--- src/design/clint_timer.sv ---
// CLINT timer: rtc at half clock rate, mtime counter and compare interrupt
`timescale 1ns/1ps
`default_nettype none

module clint_timer (
    input  logic        clk,
    input  logic        ndmreset_n,
    input  logic [63:0] mtimecmp_i,
    output logic [63:0] mtime_o,
    output logic        timer_irq_o
);

    logic        rtc_q;
    logic [63:0] mtime_q;
    logic        irq_q;

    // Clock divided by two
    always_ff @(posedge clk or negedge ndmreset_n) begin
        if (!ndmreset_n) begin
            rtc_q <= 1'b0;
        end else begin
            rtc_q <= ~rtc_q;
        end
    end

    always_ff @(posedge clk or negedge ndmreset_n) begin
        if (!ndmreset_n) begin
            mtime_q <= '0;
            irq_q   <= 1'b0;
        end else begin
            if (rtc_q) begin
                mtime_q <= mtime_q + 64'd1;     // One tick every second cycle
            end
            irq_q <= (mtime_q >= mtimecmp_i);   // Level, held while expired
        end
    end

    assign mtime_o     = mtime_q;
    assign timer_irq_o = irq_q;

endmodule

`default_nettype wire

--- config.mk ---
export PLATFORM = sky130hd
export DESIGN_NAME = clint_timer
export DESIGN_NICKNAME = d
export VERILOG_FILES = /design/src/design/clint_timer.sv
export SDC_FILE = /design/constraint.sdc
export NUM_CORES = 1
export LEC_CHECK = 0
export ABC_CLOCK_PERIOD_IN_PS = 2800
export BUFFER_PORTS_ARGS = -buffer_cell sky130_fd_sc_hd__clkbuf_2
export CORE_MARGIN = 1
export CORE_UTILIZATION = 50
export DETAILED_ROUTE_END_ITERATION = 16
export PLACE_DENSITY_LB_ADDON = 0.12
export RECOVER_POWER = 25
export SYNTH_ARGS = -nofsm -noshare
export SYNTH_HDL_FRONTEND = slang
export SYNTH_SLANG_ARGS = --single-unit
--- constraint.sdc ---
create_clock -name clk -period 2.8 [get_ports clk]
set_input_delay 0.14 -clock clk [delete_from_list [all_inputs] [get_ports clk]]
set_output_delay 0.14 -clock clk [all_outputs]
set_load 0.02 [all_outputs]
==> results.ini <==
[cts]
numCtsBuffers=9
clkLatencyLatePin_ns=0.34
cts_post_setup_buffers_inserted=0
tritoncts_clock_tree=yes
cts_root_buffer=clkbuf_8
clk_path_buf_depth=2
register_clock_pin_slew_on_the_reported_worst_setup_and_hold_paths_ns=0.07
htreeDepth=3
clkSinkCount=66

[cells_and_area]
final-seq-area_um2=1650
final_cell_count_no_fill=730
final_layout_size_suffix_gt1_frac=0.227
area_of_combinational_cells_with_multiple_inputs_um2=2540
synthToLayoutAreaGrowth_pct=21.7
num-nets-final=749
fill_cells=779
fin_area_um2=5450
num_antenna_cells=0

[logic_synthesis]
netlist.top_cell.by_area=dfrtp_1
post_synth_xor_area_fraction=0.125
synth.mux.area_fraction=0.00251
netlist.area_leader.share=0.369
netlist_instances=477
postSynth.asyncResetShare=1.00
synthAdderAreaFrac=0.182
share_of_the_synthesized_area_in_compound_gates_ao_oa_aoi_oai=0.0685
synth-warning-count=0
synth-main-ff-cell=dfrtp_1
synth_simple_gate_area_frac=0.190
ys_types=43
combinational_family_with_the_most_area_after_synthesis=simple AND/OR/NAND/NOR gates
synth.area.top_cells=dfrtp_1, ha_1, xnor2_1
synth-seq-area-share=0.369
postSynthAreaPerCell_um2=9.39
mappedNetlistNets=608
synth.ff_latch_count=66
synth_enable_flop_cells=0
syn_area_um2=4480

[critical_path]
critical_path.reg2reg.startpoint=mtime_o[5]$_DFFE_PN0P_
element_type_at_the_critical_path_start=flip-flop
worst_r2r_endpoint=mtime_o[59]$_DFFE_PN0P_
critical_path_peak_fanout=7
crit_required_ns=3.02
timing.reg2reg.setup_slack_ns=0.61
critPathCapture=mtime_o[59]$_DFFE_PN0P_
critPathArrivalTime_ns=2.41
timing.reg2reg.worst_path_depth=6
crit_type=reg -> reg
startpoint=mtime_o[5]$_DFFE_PN0P_
crit_path_end_kind=flip-flop

[global_route]
total_routing_usage_reported_by_global_routing=0.227
vias_in_the_first_global_route=3619
grt_start_max_net_pins=35
first_pass_grt_wire_length_um=17300
grt_antenna_before_repair=0
globalRoute.totalOverflow=0

[floorplan]
die_width_um=96.6
dieHeight_um=96.6
rows=34
initial_core_util=0.516
floorplan.core_area_um2=8680
floorplan_die_area_um2=9340
floorplan.io_pins=131

[pwr]
powerDensity_nw_per_um2=345
power.ir.vdd_worst_uv=266
leakage_nw=3.07

[placed_design]
dpl-instance-area_um2=5270
place.detailed.hpwl_um=8050
gp_congestion=0.802
io_buffer_count=130
dp.cells=714

[sta]
fin_skew_ns=0.0104
setup-tns-final_ns=0
final_max_slew_viol_count=34
final_period_demand_of_the_worst_path_ns=2.19
final-setup-viol-count=0
timing.max_slew.rel_slack=-0.269
max_freq_ghz=0.457
finalHoldViolCount=0
tightest_pin_transition_ns=1.90
rsz0062_at_grt=false
fin_crit_sh=0.782

[detailed_routing]
initialDrtViolationCount=133
detailedRoute.firstPassIterationCount=6
vias_per_cell=5.22
detailroute.via_count=3810
antenna_violating_nets_post_route=0
wl_per_cell_um=13.8
route.final.wire_length_um=10100
detail_route.drc_violations=0

[min_path]
hold_path_startpoint=mtimecmp_i[63]
hold_path_class=in -> reg

[run_status]
run_status=finished with violations
violations=capacitance limit, slew limit

[job]
maxCapViolCount=1

## through the flow
step | utilization | setup slack, ns | total power [W] | hold slack, ns
6_report | 0.628 | 0.610 | 0.00188 | 0.320
5_1_grt | 0.628 | 0.375 | 0.00195 | 0.398
4_1_cts | 0.630 | 0.596 | 0.00190 | 0.320
3_5_place_dp | 0.608 | 0.608 | 0.00111 | 0.269
3_3_place_gp | 0.608 | 0.636 | 0.00111 | 0.275
2_1_floorplan | - | 0.624 | 0.00103 | -0.156
## worst max-delay path: stages (launching register included)
cell and delay (ns):
dfrtp_1 0.46, nand4_1 0.26, nor4_4 0.37, nand2_2 0.15
or2_1 0.35, or3_4 0.37, xnor2_2 0.13
## cell families after synthesis
family / Yosys count
AND/OR/NAND/NOR: 158
buffers and inverters: 74
flip-flops: 66
adder cells (fa/ha/maj): 65
XOR/XNOR: 63
AO/OA/AOI/OAI: 50
multiplexers: 1
## layout make-up
cell class                      count  share of cell area
Inverter                           71              0.0489
Clock inverter                      3             0.00734
Clock buffer                       12              0.0266
Tap cell                          108              0.0248
Timing Repair Buffer              133               0.123
Multi-Input combinational cell    337               0.466
Sequential cell                    66               0.303
## cells in the mapped netlist, types with 2 or more instances
master,instances
o31ai_1,2
inv_1,71
xnor2_1,47
ha_1,65
a21oi_1,23
nor3_1,7
nand2_1,43
a221oi_1,3
and2_1,2
nor4_1,3
nand4_1,25
and3_1,9
or2_1,2
a21o_1,3
nand3_1,28
and4_1,8
dfrtp_1,66
nor2_1,21
o21ai_0,8
clkbuf_1,2
a211oi_1,2
xor2_1,15
o21a_1,2
## worst min-delay path by stage
stage	slack, ns	to	depth (start not counted)
floorplan	-0.16	mtime_o[0]$_DFFE_PN0P_	0
global placement	0.27	mtime_o[23]$_DFFE_PN0P_	1
detailed placement	0.27	mtime_o[23]$_DFFE_PN0P_	1
CTS	0.32	timer_irq_o$_DFF_PN0_	7
global route	0.40	timer_irq_o$_DFF_PN0_	7
finish	0.32	timer_irq_o$_DFF_PN0_	7
## where the power goes
part	internal, W	switching, W
clock	0.000429	0.000357
sequential	0.000953	0.00000000000000000000000967
combinational	0.0000661	0.0000752
total	0.00145	0.000433
## layout by cell type, fill, tap and decap left out, types with 8 or more instances in the layout
cell	n
clkbuf_2	117
inv_1	71
dfrtp_1	66
ha_1	65
xnor2_1	47
nand2_1	43
nand3_1	28
nand4_1	25
a21oi_1	23
nor2_1	21
xor2_1	15
clkbuf_1	15
clkbuf_8	10
and3_1	9
and4_1	8
o21ai_0	8
## flip-flops by register name (all words and copies together), names as in the netlist
register,flops
mtime_o,64
rtc_q,1
timer_irq_o,1
## timing repair
item | CTS | global route
gates resized for setup | 0 | 0
hold endpoints to repair | 33 | 0
hold buffers | 1 | 0
## layer usage
metal | part of all wire | routed length (µm) | vias up | global-route usage
li1 | - | - | 1920 | -
met1 | 0.49 | 4910 | 1783 | 0.312
met4 | 0.010 | 104 | 0 | 0.0735
met3 | 0.040 | 398 | 13 | 0.0368
met5 | 0 | 0 | - | 0
met2 | 0.46 | 4660 | 94 | 0.366
(Power assumes the default switching activity.)
