File: src/design/bus_pkg.sv
// Bus package: link widths, request and response structs, fabric sizing
`default_nettype none

package bus_pkg;

    // ----------------------------------------
    // Widths
    // ----------------------------------------
    localparam int unsigned ADDR_W = 32;
    localparam int unsigned DATA_W = 64;
    localparam int unsigned BE_W   = DATA_W / 8;

    // ----------------------------------------
    // Fabric sizing
    // ----------------------------------------
    localparam int unsigned SLICE_DEPTH = 1;    // Stages per top-level slice
    localparam int unsigned RAM_WORDS   = 256;  // Scratch RAM depth in words

    // Single-word request, req is a one-cycle strobe
    typedef struct packed {
        logic              req;
        logic              we;
        logic [ADDR_W-1:0] addr;
        logic [BE_W-1:0]   be;
        logic [DATA_W-1:0] wdata;
    } bus_req_t;

    // Response, rvalid pulses for one cycle
    typedef struct packed {
        logic              rvalid;
        logic              err;     // Unmapped address only
        logic [DATA_W-1:0] rdata;
    } bus_rsp_t;

endpackage

`default_nettype wire

File: src/design/soc_map_pkg.sv
// Address map package: region windows, region codes and CLINT register offsets
`default_nettype none

package soc_map_pkg;

    // ----------------------------------------
    // Region windows
    // ----------------------------------------
    localparam logic [bus_pkg::ADDR_W-1:0] ROM_BASE   = 32'h0001_0000;
    localparam logic [bus_pkg::ADDR_W-1:0] ROM_LEN    = 32'h0000_1000;

    localparam logic [bus_pkg::ADDR_W-1:0] CLINT_BASE = 32'h0200_0000;
    localparam logic [bus_pkg::ADDR_W-1:0] CLINT_LEN  = 32'h0000_C000;

    // DRAM stand-in, contents alias inside the window
    localparam logic [bus_pkg::ADDR_W-1:0] RAM_BASE   = 32'h8000_0000;
    localparam logic [bus_pkg::ADDR_W-1:0] RAM_LEN    = 32'h0001_0000;

    typedef enum logic [1:0] {
        REG_ROM,
        REG_CLINT,
        REG_RAM,
        REG_NONE
    } region_e;

    // ----------------------------------------
    // CLINT register offsets
    // ----------------------------------------
    localparam logic [15:0] MSIP_OFF     = 16'h0000;
    localparam logic [15:0] MTIMECMP_OFF = 16'h4000;
    localparam logic [15:0] MTIME_OFF    = 16'hBFF8;

endpackage

`default_nettype wire

File: src/design/addr_decoder.sv
// Address decoder: steers requests to ROM, CLINT or RAM and merges the responses
`timescale 1ns/1ps
`default_nettype none

module addr_decoder (
    input  logic              clk,
    input  logic              ndmreset_n,
    input  bus_pkg::bus_req_t req_i,
    output bus_pkg::bus_rsp_t rsp_o,
    output bus_pkg::bus_req_t rom_req_o,
    output bus_pkg::bus_req_t clint_req_o,
    output bus_pkg::bus_req_t ram_req_o,
    input  bus_pkg::bus_rsp_t rom_rsp_i,
    input  bus_pkg::bus_rsp_t clint_rsp_i,
    input  bus_pkg::bus_rsp_t ram_rsp_i
);

    import bus_pkg::*;
    import soc_map_pkg::*;

    region_e region_d;
    region_e region_q;
    logic    pend_q;    // A request was issued last cycle

    // ----------------------------------------
    // Region match
    // ----------------------------------------
    // Offset compare wraps below the base, so one test covers both bounds
    always_comb begin
        if (req_i.addr - ROM_BASE < ROM_LEN) begin
            region_d = REG_ROM;
        end else if (req_i.addr - CLINT_BASE < CLINT_LEN) begin
            region_d = REG_CLINT;
        end else if (req_i.addr - RAM_BASE < RAM_LEN) begin
            region_d = REG_RAM;
        end else begin
            region_d = REG_NONE;
        end
    end

    // Fan-out, only the selected target sees req
    always_comb begin
        rom_req_o       = req_i;
        clint_req_o     = req_i;
        ram_req_o       = req_i;
        rom_req_o.req   = req_i.req && (region_d == REG_ROM);
        clint_req_o.req = req_i.req && (region_d == REG_CLINT);
        ram_req_o.req   = req_i.req && (region_d == REG_RAM);
    end

    // ----------------------------------------
    // Response merge
    // ----------------------------------------
    // One stage, targets answer one cycle after req
    always_ff @(posedge clk or negedge ndmreset_n) begin
        if (!ndmreset_n) begin
            pend_q   <= 1'b0;
            region_q <= REG_NONE;
        end else begin
            pend_q   <= req_i.req;
            region_q <= region_d;
        end
    end

    always_comb begin
        case (region_q)
            REG_ROM:   rsp_o = rom_rsp_i;
            REG_CLINT: rsp_o = clint_rsp_i;
            REG_RAM:   rsp_o = ram_rsp_i;
            default: begin
                rsp_o        = '0;      // Unmapped, zero data
                rsp_o.rvalid = pend_q;
                rsp_o.err    = pend_q;
            end
        endcase
    end

    a_req_onehot: assert property (@(posedge clk) disable iff (!ndmreset_n)
        $onehot0({rom_req_o.req, clint_req_o.req, ram_req_o.req}))
        else $error("addr_decoder: request sent to more than one target");

    // Targets must never answer in the same cycle
    a_rsp_onehot: assert property (@(posedge clk) disable iff (!ndmreset_n)
        $onehot0({rom_rsp_i.rvalid, clint_rsp_i.rvalid, ram_rsp_i.rvalid}))
        else $error("addr_decoder: more than one target response");

endmodule

`default_nettype wire

File: config.mk
export PLATFORM = sky130hd
export DESIGN_NAME = addr_decoder
export DESIGN_NICKNAME = d
export VERILOG_FILES = /design/src/design/bus_pkg.sv /design/src/design/soc_map_pkg.sv /design/src/design/addr_decoder.sv
export SDC_FILE = /design/constraint.sdc
export NUM_CORES = 1
export LEC_CHECK = 0
export BUFFER_PORTS_ARGS = -buffer_cell sky130_fd_sc_hd__clkbuf_2
export CORE_AREA = 2 2 271 273
export CTS_BUF_LIST = sky130_fd_sc_hd__clkbuf_4
export DETAILED_ROUTE_END_ITERATION = 6
export DIE_AREA = 0 0 273 275
export PLACE_DENSITY = 0.34
export SLEW_MARGIN = 25
export SYNTH_ARGS = -nofsm -noshare
export SYNTH_HDL_FRONTEND = slang
export SYNTH_SLANG_ARGS = --single-unit
File: constraint.sdc
create_clock -name clk -period 3.47 [get_ports clk]
set_input_delay 0 -clock clk [delete_from_list [all_inputs] [get_ports clk]]
set_output_delay 0 -clock clk [all_outputs]
set_load 0.005 [all_outputs]
==> results.py <==
metrics = {
    "run_status": {
        "outcome": "finished, final reports clean",
    },
    "setup_path": {
        "start_kind": "flop",
        "worstPathArrival_ps": 2680,
        "path_cells": "buf_4, mux2i_1, o21ai_0, clkbuf_2",
        "critical_path_class": "flop to output pin",
        "path_buf_inv": 2,
        "end_kind": "output pin",
        "cp_slowest_cell": "dfstp_4",
        "required_ps": 3470,
        "critPathMaxFanout": 40,
        "critPathTopFamily": "flip-flops",
        "critPathMaxStageDelay_ps": 940,
    },
    "min_path": {
        "hold_depth": 0,
        "hold_path.class": "input pin to output pin",
        "hold_start": "req_i[53]",
        "hold_path_end": "clint_req_o[53]",
    },
    "cts": {
        "h-tree-depth": 1,
        "numCtsBuffers": 3,
        "cts_max_path_buffers": 2,
        "cts-root-buf": "clkbuf_4",
        "tritoncts": "done",
        "clk_pin_slew_worst_paths_ps": 30,
        "clkSinkCount": 3,
        "cts_setup_buffers": 0,
    },
    "final_layout": {
        "area_delta_synth_final_pct": 15.4,
        "fin_nets": 900,
        "finish.instance_area_um2": 4610,
        "final_layout_size_suffix_gt1_share_pct": 62.1,
        "fillCellCount": 8580,
        "multi_input_area_um2": 1460,
        "layout_commonest_cell": "clkbuf_2",
        "seqCellArea_um2": 81.3,
        "final_cell_mix": "clkbuf_2, nand2_1, o21ai_0",
    },
    "routing": {
        "drc": 0,
        "avgViaCountPerCell": 2.24,
        "met1_length_um": 5310,
        "wl_met2_um": 8410,
        "final_antenna_net_count": 0,
        "routed.top_layer": "met5",
        "vias": 3481,
        "wire_per_inst_um": 11.3,
        "drt_iter0_drc": 82,
        "wl_um": 17600,
        "dr_wl_met3_um": 2800,
        "drt_first_pass_iters": 4,
    },
    "power": {
        "peakVddDrop_uv": 82.6,
        "p_per_area_nw_per_um2": 72.7,
        "p_leak_nw": 2.46,
    },
    "grt": {
        "antenna_found_initial": 9,
        "grt_pass1_vias": 3302,
        "grt_max_degree": 67,
        "grt_overflow": 0,
        "grt_pass1_wl_um": 21700,
        "track_usage_pct": 4.05,
    },
    "floorplan": {
        "initial_utilization_pct": 5.52,
        "dieArea_um2": 75100,
        "die_w_um": 273,
        "ios": 690,
        "die_h_um": 275,
        "fp.coreArea_um2": 72300,
        "rows": 99,
    },
    "timing": {
        "finalHoldViolCount": 0,
        "tns_ps": 0,
        "rsz0062_at_grt": "false",
        "fmax_ghz": 0.374,
        "whs_ps": 0.00361,
        "maxSlewHeadroom_pct": 48.9,
        "setup_viol": 0,
        "worst_slew_pin_slew_ps": 767,
        "fin_crit_ps": 2680,
        "period_share_pct": 77.1,
        "finalMaxSlewViolations": 0,
    },
    "place": {
        "place.gp.congestion": 0.701,
        "portBuffers": 349,
        "dpl_cell_area_um2": 4550,
        "hpwlAfterDp_um": 15400,
    },
    "yosys": {
        "synth_nets": 877,
        "synth_area_um2": 3990,
        "ys_seq_area_share_pct": 1.94,
        "ys_warn_count": 0,
        "yosys.cell_types.count": 27,
        "synth_area_per_cell_um2": 7.02,
        "syn-instance-count": 569,
        "ys_ff_latch": 3,
    },
    "run": {
        "drv_cap": 0,
    },
}
-- worst max-delay path by stage --
stage                           start   endpoint  depth (start not counted)
after global placement    region_q[1]  rsp_o[36]                          4
after CTS                 region_q[1]  rsp_o[36]                          4
after floorplan           region_q[1]  rsp_o[64]                          4
after global routing      region_q[1]  rsp_o[36]                          4
after detailed placement  region_q[1]  rsp_o[36]                          4
final                     region_q[1]  rsp_o[32]                          4
-- power breakdown --
| group | total (W) | switching (W) | leakage, nW | internal [W] |
|---|---|---|---|---|
| Sequential | 0.0000375 | 0.00000170 | 0.0325 | 0.0000358 |
| Clock | 0.0000690 | 0.0000181 | 0.0184 | 0.0000509 |
| Combinational | 0.000228 | 0.0000955 | 2.40 | 0.000133 |
-- sequential cells by signal, summed over array words and instances (netlist names) --
register	flops
pend_q	1
region_q	2
-- cell families (layout without fill, tap and decap cells) --
group | Yosys count | after routing | synth area share, %
AO/OA/AOI/OAI | 69 | 69 | 8.99
buffers and inverters | 340 | 362 | 61.8
AND/OR/NAND/NOR | 89 | 89 | 9.49
multiplexers | 66 | 66 | 17.2
flip-flops | 3 | 3 | 1.94
adder cells (fa/ha/maj) | 2 | 2 | 0.626
other | 0 | 5 | 0
-- routing by layer --
layer  track usage, %  vias to the layer above
li1                 -                     1584
met1             3.41                     1443
met2             7.23                      405
met3             2.38                       47
met4             2.65                        2
met5                0                        -
-- cell usage after synthesis (all sizes together) --
| master | instances | area share, % |
|---|---|---|
| nor2 | 6 | 0.56 |
| nand4 | 2 | 0.31 |
| nor2b | 2 | 0.31 |
| nor4b | 1 | 0.22 |
| dfstp | 2 | 1.3 |
| buf | 328 | 61 |
| ha | 2 | 0.63 |
| clkbuf | 9 | 0.85 |
| mux4 | 2 | 1.1 |
| dfrtp | 1 | 0.63 |
| or4 | 4 | 0.85 |
| nand2b | 1 | 0.16 |
| o21ai | 65 | 8.1 |
| inv | 3 | 0.28 |
| a211oi | 1 | 0.19 |
| a21o | 2 | 0.44 |
| o41ai | 1 | 0.22 |
| nand2 | 69 | 6.5 |
| nor3 | 1 | 0.13 |
| mux2i | 64 | 16 |
| nor4 | 1 | 0.16 |
| nand3 | 2 | 0.25 |
-- area by class of cell --
class / count / area share, %
sequential: 3 / 1.76
clock buffer: 4 / 0.652
multi-input combinational: 226 / 31.6
antenna: 5 / 0.272
tap: 959 / 26.0
inverter: 3 / 0.244
timing repair buffer: 355 / 39.4
-- through the flow --
stage	setup WS, ps	total power [W]	util [%]	instances
CTS	615	0.000345	6.35	1550
finish	794	0.000335	6.37	1555
detailed placement	856	0.000269	6.28	1544
global placement	903	0.000268	6.25	1543
floorplan	2010	0.000363	-	569
global route	605	0.000368	6.36	1553
-- what timing repair did --
item	4_1_cts	5_1_grt
gates resized for setup	0	0
endpoints found under the hold margin	4	0
hold buffers	2	0
Note: power is estimated with default switching activity, not from simulation.
