<file path="src/design/bus_slice.sv">
// Register slice: DEPTH pipeline stages for any packed payload
`timescale 1ns/1ps
`default_nettype none

module bus_slice #(
    parameter type         payload_t = logic [31:0],
    parameter int unsigned DEPTH     = 1
) (
    input  logic     clk,
    input  logic     ndmreset_n,
    input  payload_t d_i,
    output payload_t q_o
);

    payload_t stage_q [DEPTH];

    always_ff @(posedge clk or negedge ndmreset_n) begin
        if (!ndmreset_n) begin
            for (int i = 0; i < DEPTH; i++) begin
                stage_q[i] <= '0;   // Strobes come out of reset low
            end
        end else begin
            stage_q[0] <= d_i;
            for (int i = 1; i < DEPTH; i++) begin
                stage_q[i] <= stage_q[i-1];
            end
        end
    end

    assign q_o = stage_q[DEPTH-1];

endmodule

`default_nettype wire

</file>
<file path="config.mk">
export PLATFORM = sky130hd
export DESIGN_NAME = bus_slice
export DESIGN_NICKNAME = d
export VERILOG_FILES = /design/src/design/bus_slice.sv
export SDC_FILE = /design/constraint.sdc
export NUM_CORES = 1
export LEC_CHECK = 0
export BUFFER_PORTS_ARGS = -buffer_cell sky130_fd_sc_hd__buf_2
export CELL_PAD_IN_SITES_DETAIL_PLACEMENT = 1
export CELL_PAD_IN_SITES_GLOBAL_PLACEMENT = 1
export CORE_MARGIN = 5
export CORE_UTILIZATION = 30
export DETAILED_ROUTE_END_ITERATION = 10
export PLACE_DENSITY = 0.91
export SLEW_MARGIN = 20
export SYNTH_ARGS = -nofsm -noshare
export SYNTH_HDL_FRONTEND = slang
export SYNTH_SLANG_ARGS = --single-unit
</file>
<file path="constraint.sdc">
create_clock -name clk -period 0.8 [get_ports clk]
set_input_delay 0.04 -clock clk [delete_from_list [all_inputs] [get_ports clk]]
set_output_delay 0.04 -clock clk [all_outputs]
set_load 0.005 [all_outputs]
</file>
==> results.yml, run 1 <==
global_route:
  first_global_vias: 801
  grt_first_pass_wirelength_mm: 3.62
  groute.layer.met1.usage_pct: 12.5
  globalRoute.totalOverflow: 0
  met2_usage_pct: 28.3
  grt_max_degree: 33
  grt_use_total_pct: 14.2
  global_route.peak_usage_layer: "met2"
  met3_layer_usage_reported_by_global_route_pct: 5.24
  number_of_antenna_violations_at_the_first_check_in_global_routing: 0
sta:
  setup_repair_after_global_routing_missed_its_margin: "yes"
  relSlewSlack_pct: 88.9
  slew_viol_final: 0
  final-hold-violation-count: 0
  final.period_utilization_pct: 108
  setup_violations: 32
  max_clock_freq_mhz: 1160
  worst_slew_pin_slew_ns: 0.166
  layout_min_cycle_time_ns: 0.862
  final.setup.worst_slack_ns: -0.0623
worst_setup_path:
  critPathMaxStageDelay_ns: 0.38
  worst-path-buf-inv: 1
  critPathRequiredTime_ns: 0.76
  cp_delay_by_family_top: "flip-flops"
  worst_setup_path_end_kind: "output port"
  timing_worst_setup_path_type: "flop to output port"
  worst_setup_path_start_kind: "flop"
  timing.critical_path.cells: "buf_2"
  timing.critical_path.arrival_ns: 0.82
  crit_path_max_fanout: 1
  cpMaxStageDelayCell: "sky130_fd_sc_hd__dfrtp_1"
clock_tree:
  cts_htree_levels: 2
  cts.reportedPaths.clkPinSlew_ns: 0.09
  cts_sinks: 32
  root_buffer: "sky130_fd_sc_hd__clkbuf_4"
  clockBufferDepth: 2
  numCtsBuffers: 5
  cts_post_setup_buffers_inserted: 0
  tritoncts: "built"
power_and_ir_drop:
  power.density_nw_per_um2: 1890
  sequentialPowerShare_pct: 57.7
  p_total_uw: 2970
  combinationalPowerShare_pct: 11.6
  power.net_switching_uw: 619
  cellInternalPower_uw: 2350
  worst_ir_drop_vdd_mv: 1.39
  p_sw_share_pct: 20.8
  clock_power_share_pct: 30.6
  cellLeakagePower_uw: 0.000808
layout:
  final_layout_size_suffix_gt1_share_pct: 51.8
  diodes_inserted: 0
  final.fill_count: 258
  mostFrequentLayoutCell: "sky130_fd_sc_hd__buf_2"
  nNetsFinal: 172
  nMultiInputCombCells: 0
  area.sequential_um2: 801
  multiInputGateArea_um2: 0
  flip_flop_count_of_the_largest_register_after_layout: 32
  flow.area_growth_from_synthesis_pct: 96.4
  most-common-layout-cells: "sky130_fd_sc_hd__buf_2 (65), sky130_fd_sc_hd__dlygate4sd3_1 (33), sky130_fd_sc_hd__dfrtp_1 (32), sky130_fd_sc_hd__clkbuf_4 (5), sky130_fd_sc_hd__clkbuf_1 (2)"
synthesis:
  yosysTopAreaCell: "sky130_fd_sc_hd__dfrtp_1"
  ys_seq_area_share_pct: 100
  number_of_flip_flops_and_latches_in_the_synthesized_netlist: 32
  yosys.area.top_type_share_pct: 100
  netlist-cell-type-count: 1
  ys_warn_count: 0
  synth.avg_cell_area_um2: 25.0
  post_synth_main_area_contributors: "sky130_fd_sc_hd__dfrtp_1 (100%)"
  syn-num-nets: 66
  synth.cell_area_um2: 801
  netlist_instances: 32
routing:
  drt-pass1-iter-count: 2
  via_count: 685
  wl_per_cell_um: 14.6
  drtAntennaViolNets: 0
  drt_iter0_markers: 5
  drc_markers: 0
  vias_per_cell: 4.05
  totalWireLength_mm: 2.46
die:
  chipHeight_um: 61.7
  ioPinCount: 66
  initial_utilization_pct: 31.7
  num_rows: 18
  die_area_um2: 3800
  die-width_um: 61.7
  floorplan_core_area_um2: 2520
place:
  gp_routability_congestion: 0.597
  dp_worst_setup_slack_ns: 0.279
  port_buffers: 65
run:
  cap_violations: 0
hold_path:
  min_path_type: "input pin to async pin"
outcome:
  outcome: "finished, violations left"
  violations: "setup timing"
layer usage:
metal  part of all wire (%)  wire, µm
met5                      0         0
met3                    8.6       213
met1                     29       725
met4                   0.89        22
met2                     61      1500
per-stage QoR:
stage | std cells | hold WS, ns | setup TNS [ns] | utilization [%] | area, µm²
after floorplan | 32 | -0.256 | 0 | - | 801
after global placement | 128 | -0.00244 | 0 | 46.9 | 1180
after detailed placement | 128 | 0.00927 | 0 | 46.9 | 1180
after CTS | 169 | 0.191 | -1.85 | 62.4 | 1570
after global routing | 169 | 0.241 | -2.88 | 62.4 | 1570
final | 169 | 0.235 | -1.21 | 62.4 | 1570
repair_timing:
action	4_1_cts	5_1_grt
gates cloned	0	0
endpoints found under the setup margin	32	32
hold endpoints to repair	64	0
hold buffers	33	0
resized for setup	0	0
layout make-up:
| cell class | instances | share of cell area, % |
|---|---|---|
| Sequential cell | 32 | 50.9 |
| Timing Repair Buffer | 99 | 43.0 |
| Clock buffer | 8 | 3.74 |
| Tap cell | 30 | 2.39 |
Yosys cell counts:
master and instances:
sky130_fd_sc_hd__dfrtp_1 32
worst paths after layout:
check	start	endpoint	cells past startpoint
min in group clk	d_i[9]	q_o[9]	2
worst max-delay path	q_o[12]	q_o[12]	1
worst min-delay path	ndmreset_n	q_o[28]	3
max in group asynchronous	ndmreset_n	q_o[20]	3
power groups by stage:
stage               sequential [µW]  clock (µW)  combinational (µW)
floorplan                      1760           0                   0
global placement               1740           0                 211
detailed placement             1750           0                 227
CTS                            1720         939                 351
global route                   1730        1030                 383
finish                         1720         911                 346
cell families after synthesis:
| logic type | Yosys count | share of synthesized area [%] |
|---|---|---|
| DFF | 32 | 100 |
Power figures use the tool's default switching activity.
==> run 2, diff against run 1 <==
--- a/config.mk
+++ b/config.mk
@@ -6,12 +6,11 @@
 export NUM_CORES = 1
 export LEC_CHECK = 0
 export BUFFER_PORTS_ARGS = -buffer_cell sky130_fd_sc_hd__buf_2
-export CELL_PAD_IN_SITES_DETAIL_PLACEMENT = 1
-export CELL_PAD_IN_SITES_GLOBAL_PLACEMENT = 1
 export CORE_MARGIN = 5
 export CORE_UTILIZATION = 30
 export DETAILED_ROUTE_END_ITERATION = 10
-export PLACE_DENSITY = 0.91
+export PLACE_DENSITY = 0.75
+export RECOVER_POWER = 50
 export SLEW_MARGIN = 20
 export SYNTH_ARGS = -nofsm -noshare
 export SYNTH_HDL_FRONTEND = slang
==> constraint.sdc (replaced) <==
create_clock -name clk -period 0.8 [get_ports clk]
set_input_delay 0.16 -clock clk [delete_from_list [all_inputs] [get_ports clk]]
set_output_delay 0.16 -clock clk [all_outputs]
set_load 0.005 [all_outputs]
==> run 2 against run 1 <==
Net effect:
- the flow still finishes with violations (setup timing)
- first-iteration DRC count increased to 2.8 times the previous value
- combinational power decreased by 5%
- via count decreased by 3.4%
- die area unchanged
- clock power increased by 7.5%
- routed wire length decreased by 11%
- maximum frequency decreased by 13%
- critical path type unchanged
==> results.yml, run 2 (synthesis results as in run 1) <==
worst_setup_path:
  timing.critical_path.cells: "buf_2"
  worst_setup_path_start_kind: "flop"
  worst_setup_path_end_kind: "output port"
  worst_setup_path_startpoint: "q_o[17]"
  critPathMaxStageDelay_ns: 0.38
  cpMaxStageDelayCell: "sky130_fd_sc_hd__dfrtp_1"
  cp_delay_by_family_top: "flip-flops"
  timing.critical_path.arrival_ns: 0.83
  worst-path-buf-inv: 1
  crit_path_max_fanout: 1
  timing_worst_setup_path_type: "flop to output port"
  critPathRequiredTime_ns: 0.64
clock_tree:
  cts_sinks: 32
  clockBufferDepth: 2
  cts.reportedPaths.clkPinSlew_ns: 0.09
  cts_post_setup_buffers_inserted: 0
  numCtsBuffers: 5
  cts_repair_resize_count: 0
  tritoncts: "built"
  root_buffer: "sky130_fd_sc_hd__clkbuf_4"
  cts_htree_levels: 2
die:
  floorplan_core_area_um2: 2520
  num_rows: 18
  initial_utilization_pct: 31.7
  chipHeight_um: 61.7
  die-width_um: 61.7
  die_area_um2: 3800
  ioPinCount: 66
sta:
  final.period_utilization_pct: 123
  final.setup.tns_ns: -5.36
  layout_min_cycle_time_ns: 0.986
  max_clock_freq_mhz: 1010
  finalHoldWorstSlack_ns: 0.357
  final-hold-violation-count: 0
  worst_slew_pin_slew_ns: 0.446
  setup_repair_after_global_routing_missed_its_margin: "yes"
  final.setup.worst_slack_ns: -0.186
  relSlewSlack_pct: 70.3
  slew_viol_final: 0
  setup_violations: 32
power_and_ir_drop:
  p_total_uw: 3030
  sequentialPowerShare_pct: 56.7
  worst_ir_drop_vdd_mv: 1.57
  clock_power_share_pct: 32.4
  cellLeakagePower_uw: 0.000812
  combinationalPowerShare_pct: 10.9
  cellInternalPower_uw: 2410
  p_sw_share_pct: 20.3
  power.density_nw_per_um2: 1930
  power.net_switching_uw: 614
layout:
  diodes_inserted: 0
  final.fill_count: 212
  nNetsFinal: 173
  flip_flop_count_of_the_largest_register_after_layout: 32
  multiInputGateArea_um2: 0
  fin_area_um2: 1570
  flow.area_growth_from_synthesis_pct: 95.9
  nMultiInputCombCells: 0
  most-common-layout-cells: "sky130_fd_sc_hd__buf_2 (64), sky130_fd_sc_hd__dlygate4sd3_1 (33), sky130_fd_sc_hd__dfrtp_1 (32), sky130_fd_sc_hd__clkbuf_4 (5), sky130_fd_sc_hd__clkbuf_2 (3)"
  mostFrequentLayoutCell: "sky130_fd_sc_hd__buf_2"
  final_layout_size_suffix_gt1_share_pct: 53.2
routing:
  wl_per_cell_um: 13.0
  drc_markers: 0
  via_count: 662
  drt_iter0_markers: 14
  vias_per_cell: 3.92
  drtAntennaViolNets: 0
  totalWireLength_mm: 2.20
  drt-pass1-iter-count: 2
global_route:
  grt_max_degree: 19
  grt_first_pass_wirelength_mm: 3.23
  number_of_antenna_violations_at_the_first_check_in_global_routing: 0
  grt_use_total_pct: 13.0
  globalRoute.totalOverflow: 0
  first_global_vias: 745
place:
  dp_worst_setup_slack_ns: 0.162
  gp_routability_congestion: 0.643
  port_buffers: 65
  placement.cell_area_um2: 1180
  hpwlAfterDp_mm: 1.39
outcome:
  outcome: "finished, violations left"
  violations: "setup timing"
hold_path:
  min_path_type: "input pin to async pin"
run:
  cap_violations: 0
[run 2: cell types whose count changed in the layout (fill, tap and decap cells not counted)]
cell / change
sky130_fd_sc_hd__buf_12: -1
sky130_fd_sc_hd__buf_2: -1
sky130_fd_sc_hd__clkbuf_1: -2
sky130_fd_sc_hd__clkbuf_2: +3
sky130_fd_sc_hd__clkbuf_8: +1
[run 2: path summary, 6_finish.rpt]
check | end | slack (ns) | depth (start not counted)
worst max-delay path | q_o[17] | -0.19 | 1
worst min-delay path | q_o[21] | 0.36 | 3
max in group asynchronous | q_o[2] | 0.09 | 3
min in group clk | q_o[13] | 0.47 | 2
[run 2: area by class of cell]
type | count | area, µm² | area share (%)
clock buffer | 7 | 65.1 | 4.15
sequential | 32 | 801 | 51.0
tap | 30 | 37.5 | 2.39
timing repair buffer | 100 | 666 | 42.4
[run 2: per-stage QoR]
stage | std cells | util [%]
after floorplan | 32 | -
after global placement | 129 | 46.7
after detailed placement | 129 | 46.7
after CTS | 169 | 62.4
after global routing | 169 | 62.2
final | 169 | 62.2
[run 2: per-layer routing]
layer  vias up  track usage (%)  wire length, µm
li1        310                -                -
met1       314             10.3              576
met2        30             24.8             1350
met3         8             6.08              206
met4         0             8.18               67
met5         -                0                0
[run 2: what timing repair did]
action	CTS	global route
gates cloned	0	0
setup endpoints to repair	32	32
endpoints found under the hold margin	64	0
hold buffers	33	0
[run 2: power groups by stage]
stage          clock (µW)  combinational [µW]  sequential, µW
6_report              979                 330            1720
5_1_grt              1090                 368            1730
4_1_cts              1030                 340            1720
3_5_place_dp            0                 215            1750
3_3_place_gp            0                 208            1740
2_1_floorplan           0                   0            1760
