File: src/design/bus_pkg.sv
// Bus package: link widths, request and response structs, fabric sizing
`default_nettype none

package bus_pkg;

    // ----------------------------------------
    // Widths
    // ----------------------------------------
    localparam int unsigned ADDR_W = 32;
    localparam int unsigned DATA_W = 64;
    localparam int unsigned BE_W   = DATA_W / 8;

    // ----------------------------------------
    // Fabric sizing
    // ----------------------------------------
    localparam int unsigned SLICE_DEPTH = 1;    // Stages per top-level slice
    localparam int unsigned RAM_WORDS   = 256;  // Scratch RAM depth in words

    // Single-word request, req is a one-cycle strobe
    typedef struct packed {
        logic              req;
        logic              we;
        logic [ADDR_W-1:0] addr;
        logic [BE_W-1:0]   be;
        logic [DATA_W-1:0] wdata;
    } bus_req_t;

    // Response, rvalid pulses for one cycle
    typedef struct packed {
        logic              rvalid;
        logic              err;     // Unmapped address only
        logic [DATA_W-1:0] rdata;
    } bus_rsp_t;

endpackage

`default_nettype wire

File: src/design/soc_map_pkg.sv
// Address map package: region windows, region codes and CLINT register offsets
`default_nettype none

package soc_map_pkg;

    // ----------------------------------------
    // Region windows
    // ----------------------------------------
    localparam logic [bus_pkg::ADDR_W-1:0] ROM_BASE   = 32'h0001_0000;
    localparam logic [bus_pkg::ADDR_W-1:0] ROM_LEN    = 32'h0000_1000;

    localparam logic [bus_pkg::ADDR_W-1:0] CLINT_BASE = 32'h0200_0000;
    localparam logic [bus_pkg::ADDR_W-1:0] CLINT_LEN  = 32'h0000_C000;

    // DRAM stand-in, contents alias inside the window
    localparam logic [bus_pkg::ADDR_W-1:0] RAM_BASE   = 32'h8000_0000;
    localparam logic [bus_pkg::ADDR_W-1:0] RAM_LEN    = 32'h0001_0000;

    typedef enum logic [1:0] {
        REG_ROM,
        REG_CLINT,
        REG_RAM,
        REG_NONE
    } region_e;

    // ----------------------------------------
    // CLINT register offsets
    // ----------------------------------------
    localparam logic [15:0] MSIP_OFF     = 16'h0000;
    localparam logic [15:0] MTIMECMP_OFF = 16'h4000;
    localparam logic [15:0] MTIME_OFF    = 16'hBFF8;

endpackage

`default_nettype wire

File: src/design/clint_regs.sv
// CLINT register block: msip, mtimecmp and mtime readback over the bus
`timescale 1ns/1ps
`default_nettype none

module clint_regs (
    input  logic              clk,
    input  logic              ndmreset_n,
    input  bus_pkg::bus_req_t req_i,
    output bus_pkg::bus_rsp_t rsp_o,
    input  logic [63:0]       mtime_i,
    output logic [63:0]       mtimecmp_o,
    output logic              ipi_o
);

    import bus_pkg::*;
    import soc_map_pkg::*;

    logic [$bits(MSIP_OFF)-1:0] reg_off;
    logic                       msip_q;
    logic [63:0]                mtimecmp_q;
    logic [DATA_W-1:0]          rd_word;
    logic                       rvalid_q;
    logic [DATA_W-1:0]          rdata_q;

    // Base is 64 KiB aligned so the low bits are the offset, word aligned
    assign reg_off = {req_i.addr[$bits(MSIP_OFF)-1:3], 3'b000};

    // ----------------------------------------
    // Register writes
    // ----------------------------------------
    always_ff @(posedge clk or negedge ndmreset_n) begin
        if (!ndmreset_n) begin
            msip_q     <= 1'b0;
            mtimecmp_q <= '1;       // No timer interrupt out of reset
        end else if (req_i.req && req_i.we) begin
            if (reg_off == MSIP_OFF && req_i.be[0]) begin
                msip_q <= req_i.wdata[0];
            end
            if (reg_off == MTIMECMP_OFF) begin
                for (int b = 0; b < BE_W; b++) begin
                    if (req_i.be[b]) begin
                        mtimecmp_q[8*b +: 8] <= req_i.wdata[8*b +: 8];
                    end
                end
            end
        end
    end

    // ----------------------------------------
    // Readback
    // ----------------------------------------
    always_comb begin
        case (reg_off)
            MSIP_OFF:     rd_word = {{(DATA_W-1){1'b0}}, msip_q};
            MTIMECMP_OFF: rd_word = mtimecmp_q;
            MTIME_OFF:    rd_word = mtime_i;    // Counter lives in the timer
            default:      rd_word = '0;
        endcase
    end

    always_ff @(posedge clk or negedge ndmreset_n) begin
        if (!ndmreset_n) begin
            rvalid_q <= 1'b0;
        end else begin
            rvalid_q <= req_i.req;
        end
    end

    always_ff @(posedge clk) begin
        if (req_i.req) begin
            rdata_q <= req_i.we ? '0 : rd_word;
        end
    end

    assign rsp_o      = '{rvalid: rvalid_q, err: 1'b0, rdata: rdata_q};
    assign mtimecmp_o = mtimecmp_q;
    assign ipi_o      = msip_q;

endmodule

`default_nettype wire

File: config.mk
export PLATFORM = sky130hd
export DESIGN_NAME = clint_regs
export DESIGN_NICKNAME = d
export VERILOG_FILES = /design/src/design/bus_pkg.sv /design/src/design/soc_map_pkg.sv /design/src/design/clint_regs.sv
export SDC_FILE = /design/constraint.sdc
export NUM_CORES = 1
export LEC_CHECK = 0
export BUFFER_PORTS_ARGS = -buffer_cell sky130_fd_sc_hd__buf_2
export CORE_AREA = 4 4 141 109
export DETAILED_ROUTE_END_ITERATION = 7
export DIE_AREA = 0 0 145 113
export GPL_TIMING_DRIVEN = 0
export PLACE_DENSITY = 0.83
export SYNTH_ARGS = -nofsm -noshare
export SYNTH_HDL_FRONTEND = slang
export SYNTH_SLANG_ARGS = --single-unit
File: constraint.sdc
create_clock -name clk -period 1.6 [get_ports clk]
set_clock_uncertainty 0.15 [all_clocks]
set_input_delay 0.08 -clock clk [delete_from_list [all_inputs] [get_ports clk]]
set_output_delay 0.08 -clock clk [all_outputs]
set_load 0.02 [all_outputs]
==> metrics.md, run 1 <==
| Metric | Value |
|---|---|
| Status | complete, but fails checks |
| Violations in the final reports | hold timing |
| Area inside the core boundary | 14100 um^2 |
| Wire length of the first global-routing pass | 31100 um |
| Biggest area contributors in the synthesized netlist | edfxtp_1, dfstp_2, mux2_2 |
| Crit Path Class | primary input to flop |
| Element type at the critical path end | flop |
| Buffers on Ports | 282 |
| H-tree Lvls | 4 |
| Crit. Startpoint | req_i[86] |
| Post-layout instance count excluding filler cells | 1012 |
| Synth top area share | 0.351 |
| HPWL after DPL | 11800 um |
| Startpoint of the worst register-to-register path | ipi_o$_DFFE_PN0P_ |
| Vias per cell | 5.18 |
| Synth unique cells | 24 |
| Sink count of the clock tree | 130 |
| Hold Buf Count CTS | 133 |
| Initial cell density of the core | 0.388 |
| Aggregate global routing overflow | 0 |
| Hold slack | -19.1 ps |
| Summed instance area of the synthesized netlist | 5480 um^2 |
| Wirelength, routed | 19900 um |
| Total CTS buffers | 17 |
| Largest net degree at the start of global routing | 67 |
| Launch instance of the worst min-delay path | req_i[105] |
| Yosys reg bits | 130 |
| Post-detailed-route wirelength per cell | 19.6 um |
| Fmax achieved | 0.647 GHz |
| Number of hold violations in the final report | 29 |
| Part of the cycle the worst path needs | 0.965 |
| Slew Limit Headroom | 0.411 |
| Crit path DAT | 1650 ps |
| Depth of the worst register-to-register path | 3 |
| Most area-hungry cell type in the Yosys netlist | edfxtp_1 |
| Yosys warning count | 0 |
| Most frequent standard cell in the layout excluding fill and tap cells | buf_2 |
| Floorplan die width | 145 um |
| Reported max-cap violation count | 0 |
| Layout cell share with drive strength beyond 1 | 0.577 |
| Final Net Count | 991 |
| 1st-iter DRT viols | 241 |
| Clock latency at the later pin of the worst-skew pair | 400 ps |
| Placed inst area | 7140 um^2 |
| Static Leakage | 3.98 nW |
| Cells after Synth | 379 |
| Via count of the first global-routing pass | 5658 |
| Average instance area after synthesis | 14.4 um^2 |
| Number of search-and-repair iterations in the first detailed-routing pass | 7 |
| Antenna cells | 0 |
| Required time worst endpoint | 1700 ps |
| Count of cells along the worst hold path | 1 |
| Area enclosed by the die boundary | 16400 um^2 |
| Leading cell types in the layout, fill and taps excluded | buf_2, dlygate4sd3_1 |
| Synthesized Nets | 551 |
| Critical path fanouts, max | 10 |
| Total routing usage reported by global routing | 0.242 |
| Count of endpoints failing setup in the final report | 0 |
| Kind of start point of the critical path | primary input |
| TritonCTS clock tree | built |
| Maximum vdd ir drop | 0.000664 V |
| Worst hold-check path type | primary input to flop |
| Count of pins on the block boundary | 303 |
| Post-placement cell count | 841 |
| Power density normalized to cell area | 915 nW/um^2 |
| Final Cell Area | 9240 um^2 |
| Total count of max-transition violations in the final report | 0 |
| Initial antenna violation count | 0 |
| Clock period minus worst slack | 1540 ps |
| Count of antenna-violating nets left after detailed routing | 0 |
| Setup slack on the worst flop-to-flop path | 350 ps |
| Clock tree buffer depth | 2 |
| Root cell of the clock tree | clkbuf_16 |
| Last weighted congestion value of the routability-driven placer | 0.803 |
| Post-route DRC | 0 |
| Growth of design area from synthesis to finish | 68.8% |
| Part of the Yosys area used for sequential elements | 0.667 |
| Clock-pin transition on the worst setup and hold timing paths | 60 ps |
| Via Count | 5244 |
| Slew of the pin with the lowest slew margin | 883 ps |
| DIE HEIGHT | 113 um |
| Num rows | 38 |
[final timing paths]
check / to
setup / recovery: rdata_q[6]$_SDFFCE_PP0P_
hold / removal: rdata_q[33]$_SDFFCE_PP0P_
setup reg to reg: rdata_q[0]$_SDFFCE_PP0P_
hold reg to reg: ipi_o$_DFFE_PN0P_
max in group asynchronous: rvalid_q$_DFF_PN0_
min in group asynchronous: ipi_o$_DFFE_PN0P_
[flip-flops by register name (all words and copies together) (netlist names)]
register	flops
rvalid_q	1
ipi_o	1
rdata_q	64
mtimecmp_o	64
[critical path: stages]
cell and delay (ps):
buf_2 160, nand4b_1 230, nor4_2 350, buf_4 290, buf_2 270, a22oi_1 120, nor2_1 130
[routing by layer]
metal / routed length [um] / vias to the layer above / GRT usage
met1: 7690 / 2551 / 0.287
met4: 718 / 0 / 0.105
li1: - / 2305 / -
met2: 9840 / 333 / 0.414
met5: 0 / - / 0
met3: 1640 / 55 / 0.0725
[synth_stat cells]
cell      number
conb_1         1
mux2_2        58
nor2_1        64
nand3_1        1
dfstp_2       64
nand4_1        1
nor4_1         1
o21bai_1       1
buf_4          2
buf_1          2
a22oi_1       64
and2_1         1
nor2_4         8
mux2_1         8
nor4_2         3
nand4_4        1
nand4b_1       2
dfrtp_1        2
and4_1         1
edfxtp_1      64
nand2_1        9
clkbuf_1      12
and3_1         1
buf_2          8
[stage by stage]
stage               hold WS (ps)  setup WS [ps]  TNS (ps)  utilization  power [mW]
global route               -14.4          -19.3     -25.3        0.654        8.75
CTS                        -17.3           4.81         0        0.645        8.50
detailed placement          99.7           -998    -97370        0.506        4.20
global placement             154          -1440   -138300        0.505        4.19
floorplan                   -366           36.1         0            -        3.84
finish                     -19.1           55.4         0        0.654        8.45
[layout make-up]
cell class,instances,area (um^2)
clock buffer,19,443
buffer,23,125
sequential,130,3650
fill,928,4880
multi-input combinational,225,1750
timing repair buffer,422,2870
tap,180,225
clock inverter,13,175
[timing repair]
action / CTS / global route
setup buffers: 0 / 7
endpoints found under the setup margin: 125 / 118
hold endpoints to repair: 140 / 36
pin swaps: 0 / 8
resized for setup: 16 / 8
[cells by family after synthesis]
kind of cell           Yosys count  share of synthesized area
AOI/OAI and AO/OA               65                     0.0891
and+or+nand+nor                 93                     0.0875
muxes                           66                      0.136
buffers and inverters           24                     0.0197
other                            1                   0.000685
DFF                            130                      0.667
[power breakdown]
group	internal, mW	switching [mW]	total (mW)
registers	3.60	0.0251	3.63
logic	0.417	0.373	0.789
clock network	2.52	1.51	4.04
total	6.55	1.91	8.45
Note: power is estimated with default switching activity, not from simulation.
==> run 2: changes to the inputs <==
--- a/config.mk
+++ b/config.mk
@@ -6,11 +6,13 @@
 export NUM_CORES = 1
 export LEC_CHECK = 0
 export BUFFER_PORTS_ARGS = -buffer_cell sky130_fd_sc_hd__buf_2
-export CORE_AREA = 4 4 141 109
+export CELL_PAD_IN_SITES_DETAIL_PLACEMENT = 0
+export CELL_PAD_IN_SITES_GLOBAL_PLACEMENT = 1
+export CORE_AREA = 4 4 152 117
 export DETAILED_ROUTE_END_ITERATION = 7
-export DIE_AREA = 0 0 145 113
+export DIE_AREA = 0 0 156 121
 export GPL_TIMING_DRIVEN = 0
-export PLACE_DENSITY = 0.83
+export PLACE_DENSITY = 0.91
 export SYNTH_ARGS = -nofsm -noshare
 export SYNTH_HDL_FRONTEND = slang
 export SYNTH_SLANG_ARGS = --single-unit
==> metrics.md, run 2 (same netlist as run 1, synthesis figures left out) <==
| Metric | Value |
|---|---|
| Status | complete, but fails checks |
| Violations in the final reports | hold timing |
| Hold slack | -148 ps |
| Vias per cell | 4.84 |
| Wire length of the first global-routing pass | 28800 um |
| 1st-iter DRT viols | 262 |
| Placed inst area | 7190 um^2 |
| Clock-pin transition on the worst setup and hold timing paths | 60 ps |
| HPWL after DPL | 12300 um |
| Via count of the first global-routing pass | 5246 |
| Static Leakage | 3.96 nW |
| Floorplan die width | 156 um |
| Count of pins on the block boundary | 303 |
| Count of cells along the worst hold path | 1 |
| Clock tree buffer depth | 2 |
| Fraction of power consumed by sequential logic | 0.425 |
| Destination of the worst register-to-register timing path | rdata_q[0]$_SDFFCE_PP0P_ |
| Slew of the pin with the lowest slew margin | 894 ps |
| Wirelength, routed | 19100 um |
| Growth of design area from synthesis to finish | 68.3% |
| Fill cell total of the finished layout | 1363 |
| Reported max-cap violation count | 0 |
| Crit Path Class | primary input to flop |
| Initial antenna violation count | 1 |
| H-tree Lvls | 4 |
| Crit path DAT | 1660 ps |
| Power spent charging and discharging nets | 1.85 mW |
| Part of the power in combinational logic | 0.092 |
| TritonCTS clock tree | built |
| Worst hold-check path type | primary input to flop |
| Setup Slack @ Placement | -1140 ps |
| Required time worst endpoint | 1770 ps |
| Sink count of the clock tree | 130 |
| Count of endpoints failing setup in the final report | 0 |
| Num rows | 41 |
| Part of the cycle the worst path needs | 0.928 |
| Setup slack on the worst flop-to-flop path | 340 ps |
| Layout cell share with drive strength beyond 1 | 0.573 |
| Setup total negative slack | 0 ps |
| Clock latency at the later pin of the worst-skew pair | 400 ps |
| Last weighted congestion value of the routability-driven placer | 0.841 |
| Area inside the core boundary | 16500 um^2 |
| Total routing usage reported by global routing | 0.198 |
| Final setup margin | 116 ps |
| Most frequent standard cell in the layout excluding fill and tap cells | buf_2 |
| Maximum vdd ir drop | 0.000577 V |
| RSZ-0062 raised after global routing | no |
| Element type at the critical path end | flop |
| Kind of start point of the critical path | primary input |
| Clk pwr share | 0.482 |
| Switching share of power | 0.217 |
| Clock period minus worst slack | 1480 ps |
| Largest net degree at the start of global routing | 67 |
| Count of antenna-violating nets left after detailed routing | 0 |
| Final Cell Area | 9210 um^2 |
| Largest stage delay on the critical path | 380 ps |
| Startpoint of the worst register-to-register path | ipi_o$_DFFE_PN0P_ |
| Antenna cells | 0 |
| Aggregate global routing overflow | 0 |
| Hold Buf Count CTS | 132 |
| Fmax achieved | 0.674 GHz |
| Post-placement cell count | 876 |
| Post-detailed-route wirelength per cell | 18.3 um |
| Cell-internal power | 6.68 mW |
| Number of search-and-repair iterations in the first detailed-routing pass | 7 |
| Area enclosed by the die boundary | 18900 um^2 |
| Total power | 8.53 mW |
| Cells traversed along the worst timing path | buf_2 > nor4_4 > buf_4 > nand4_4 > buf_12 > nor2_4 > mux2_2 |
| Leading cell types in the layout, fill and taps excluded | buf_2, dlygate4sd3_1 |
| Worst path slowest cell | mux2_2 |
| Critical path fanouts, max | 8 |
| Launch instance of the worst min-delay path | req_i[105] |
| Initial cell density of the core | 0.332 |
| Post-route DRC | 0 |
| Depth of the worst register-to-register path | 3 |
| Total count of max-transition violations in the final report | 0 |
| Slew Limit Headroom | 0.404 |
| Final Net Count | 986 |
| Post-layout instance count excluding filler cells | 1042 |
| Via Count | 5048 |
| Number of hold violations in the final report | 65 |
| Power density normalized to cell area | 926 nW/um^2 |
| Root cell of the clock tree | clkbuf_16 |
| Share of the core filled with cells in the final layout | 0.559 |
| DIE HEIGHT | 121 um |
| Total CTS buffers | 17 |
| End point of the most critical hold path | rvalid_q$_DFF_PN0_ |
| Buffers on Ports | 282 |
==> run 2: cell count changes in the layout (fill, tap and decap cells not counted), sizes merged <==
cell	change
clkinv	+2
bufinv	+1
clkbuf	+5
buf	-9
dlygate4sd3	-1
clkinvlp	-1
inv	-2
==> run 2: layout make-up <==
cell class                 instances  area, um^2  area share
clock inverter                    13         183      0.0198
buffer                            23         130      0.0141
tap                              215         269      0.0292
multi-input combinational        225        1750       0.190
clock buffer                      19         443      0.0481
sequential                       130        3650       0.397
timing repair buffer             417        2790       0.302
==> run 2: timing repair <==
action | in CTS | in global routing
hold endpoints to repair | 196 | 65
gates resized for setup | 18 | 4
cloned | 0 | 0
buffers inserted | 2 | 1
setup endpoints to repair | 125 | 17
pin swaps | 2 | 1
==> run 2: power by group through the flow <==
stage / registers (mW) / logic [mW] / clock network (mW)
global route: 3.63 / 0.835 / 4.36
detailed placement: 3.69 / 0.520 / 0
global placement: 3.68 / 0.515 / 0
finish: 3.63 / 0.788 / 4.11
CTS: 3.63 / 0.777 / 4.21
floorplan: 3.80 / 0.0308 / 0
==> run 2: critical path, delay by kind of cell <==
family                 cells  cell delay [ps]
muxes                      1              380
and+or+nand+nor            3              700
buffers and inverters      3              480
==> run 2: worst max-delay path by stage <==
stage	end	cells past startpoint	slack, ps	startpoint
after floorplan	mtimecmp_o[10]$_DFFE_PN1P_	4	40	req_i[76]
after global placement	mtimecmp_o[61]$_DFFE_PN1P_	6	-1610	req_i[105]
after detailed placement	mtimecmp_o[19]$_DFFE_PN1P_	6	-1140	req_i[105]
after CTS	rdata_q[16]$_SDFFCE_PP0P_	7	40	req_i[85]
after global routing	rdata_q[11]$_SDFFCE_PP0P_	7	20	req_i[82]
final	mtimecmp_o[19]$_DFFE_PN1P_	7	120	req_i[79]
==> run 2: layer usage <==
metal,part of all wire,GRT usage,up-vias,routed length [um]
met1,0.40,0.239,2485,7640
met5,0.00047,0,-,9
li1,-,-,2294,-
met2,0.50,0.342,235,9610
met4,0.020,0.0662,2,388
met3,0.074,0.0520,32,1410
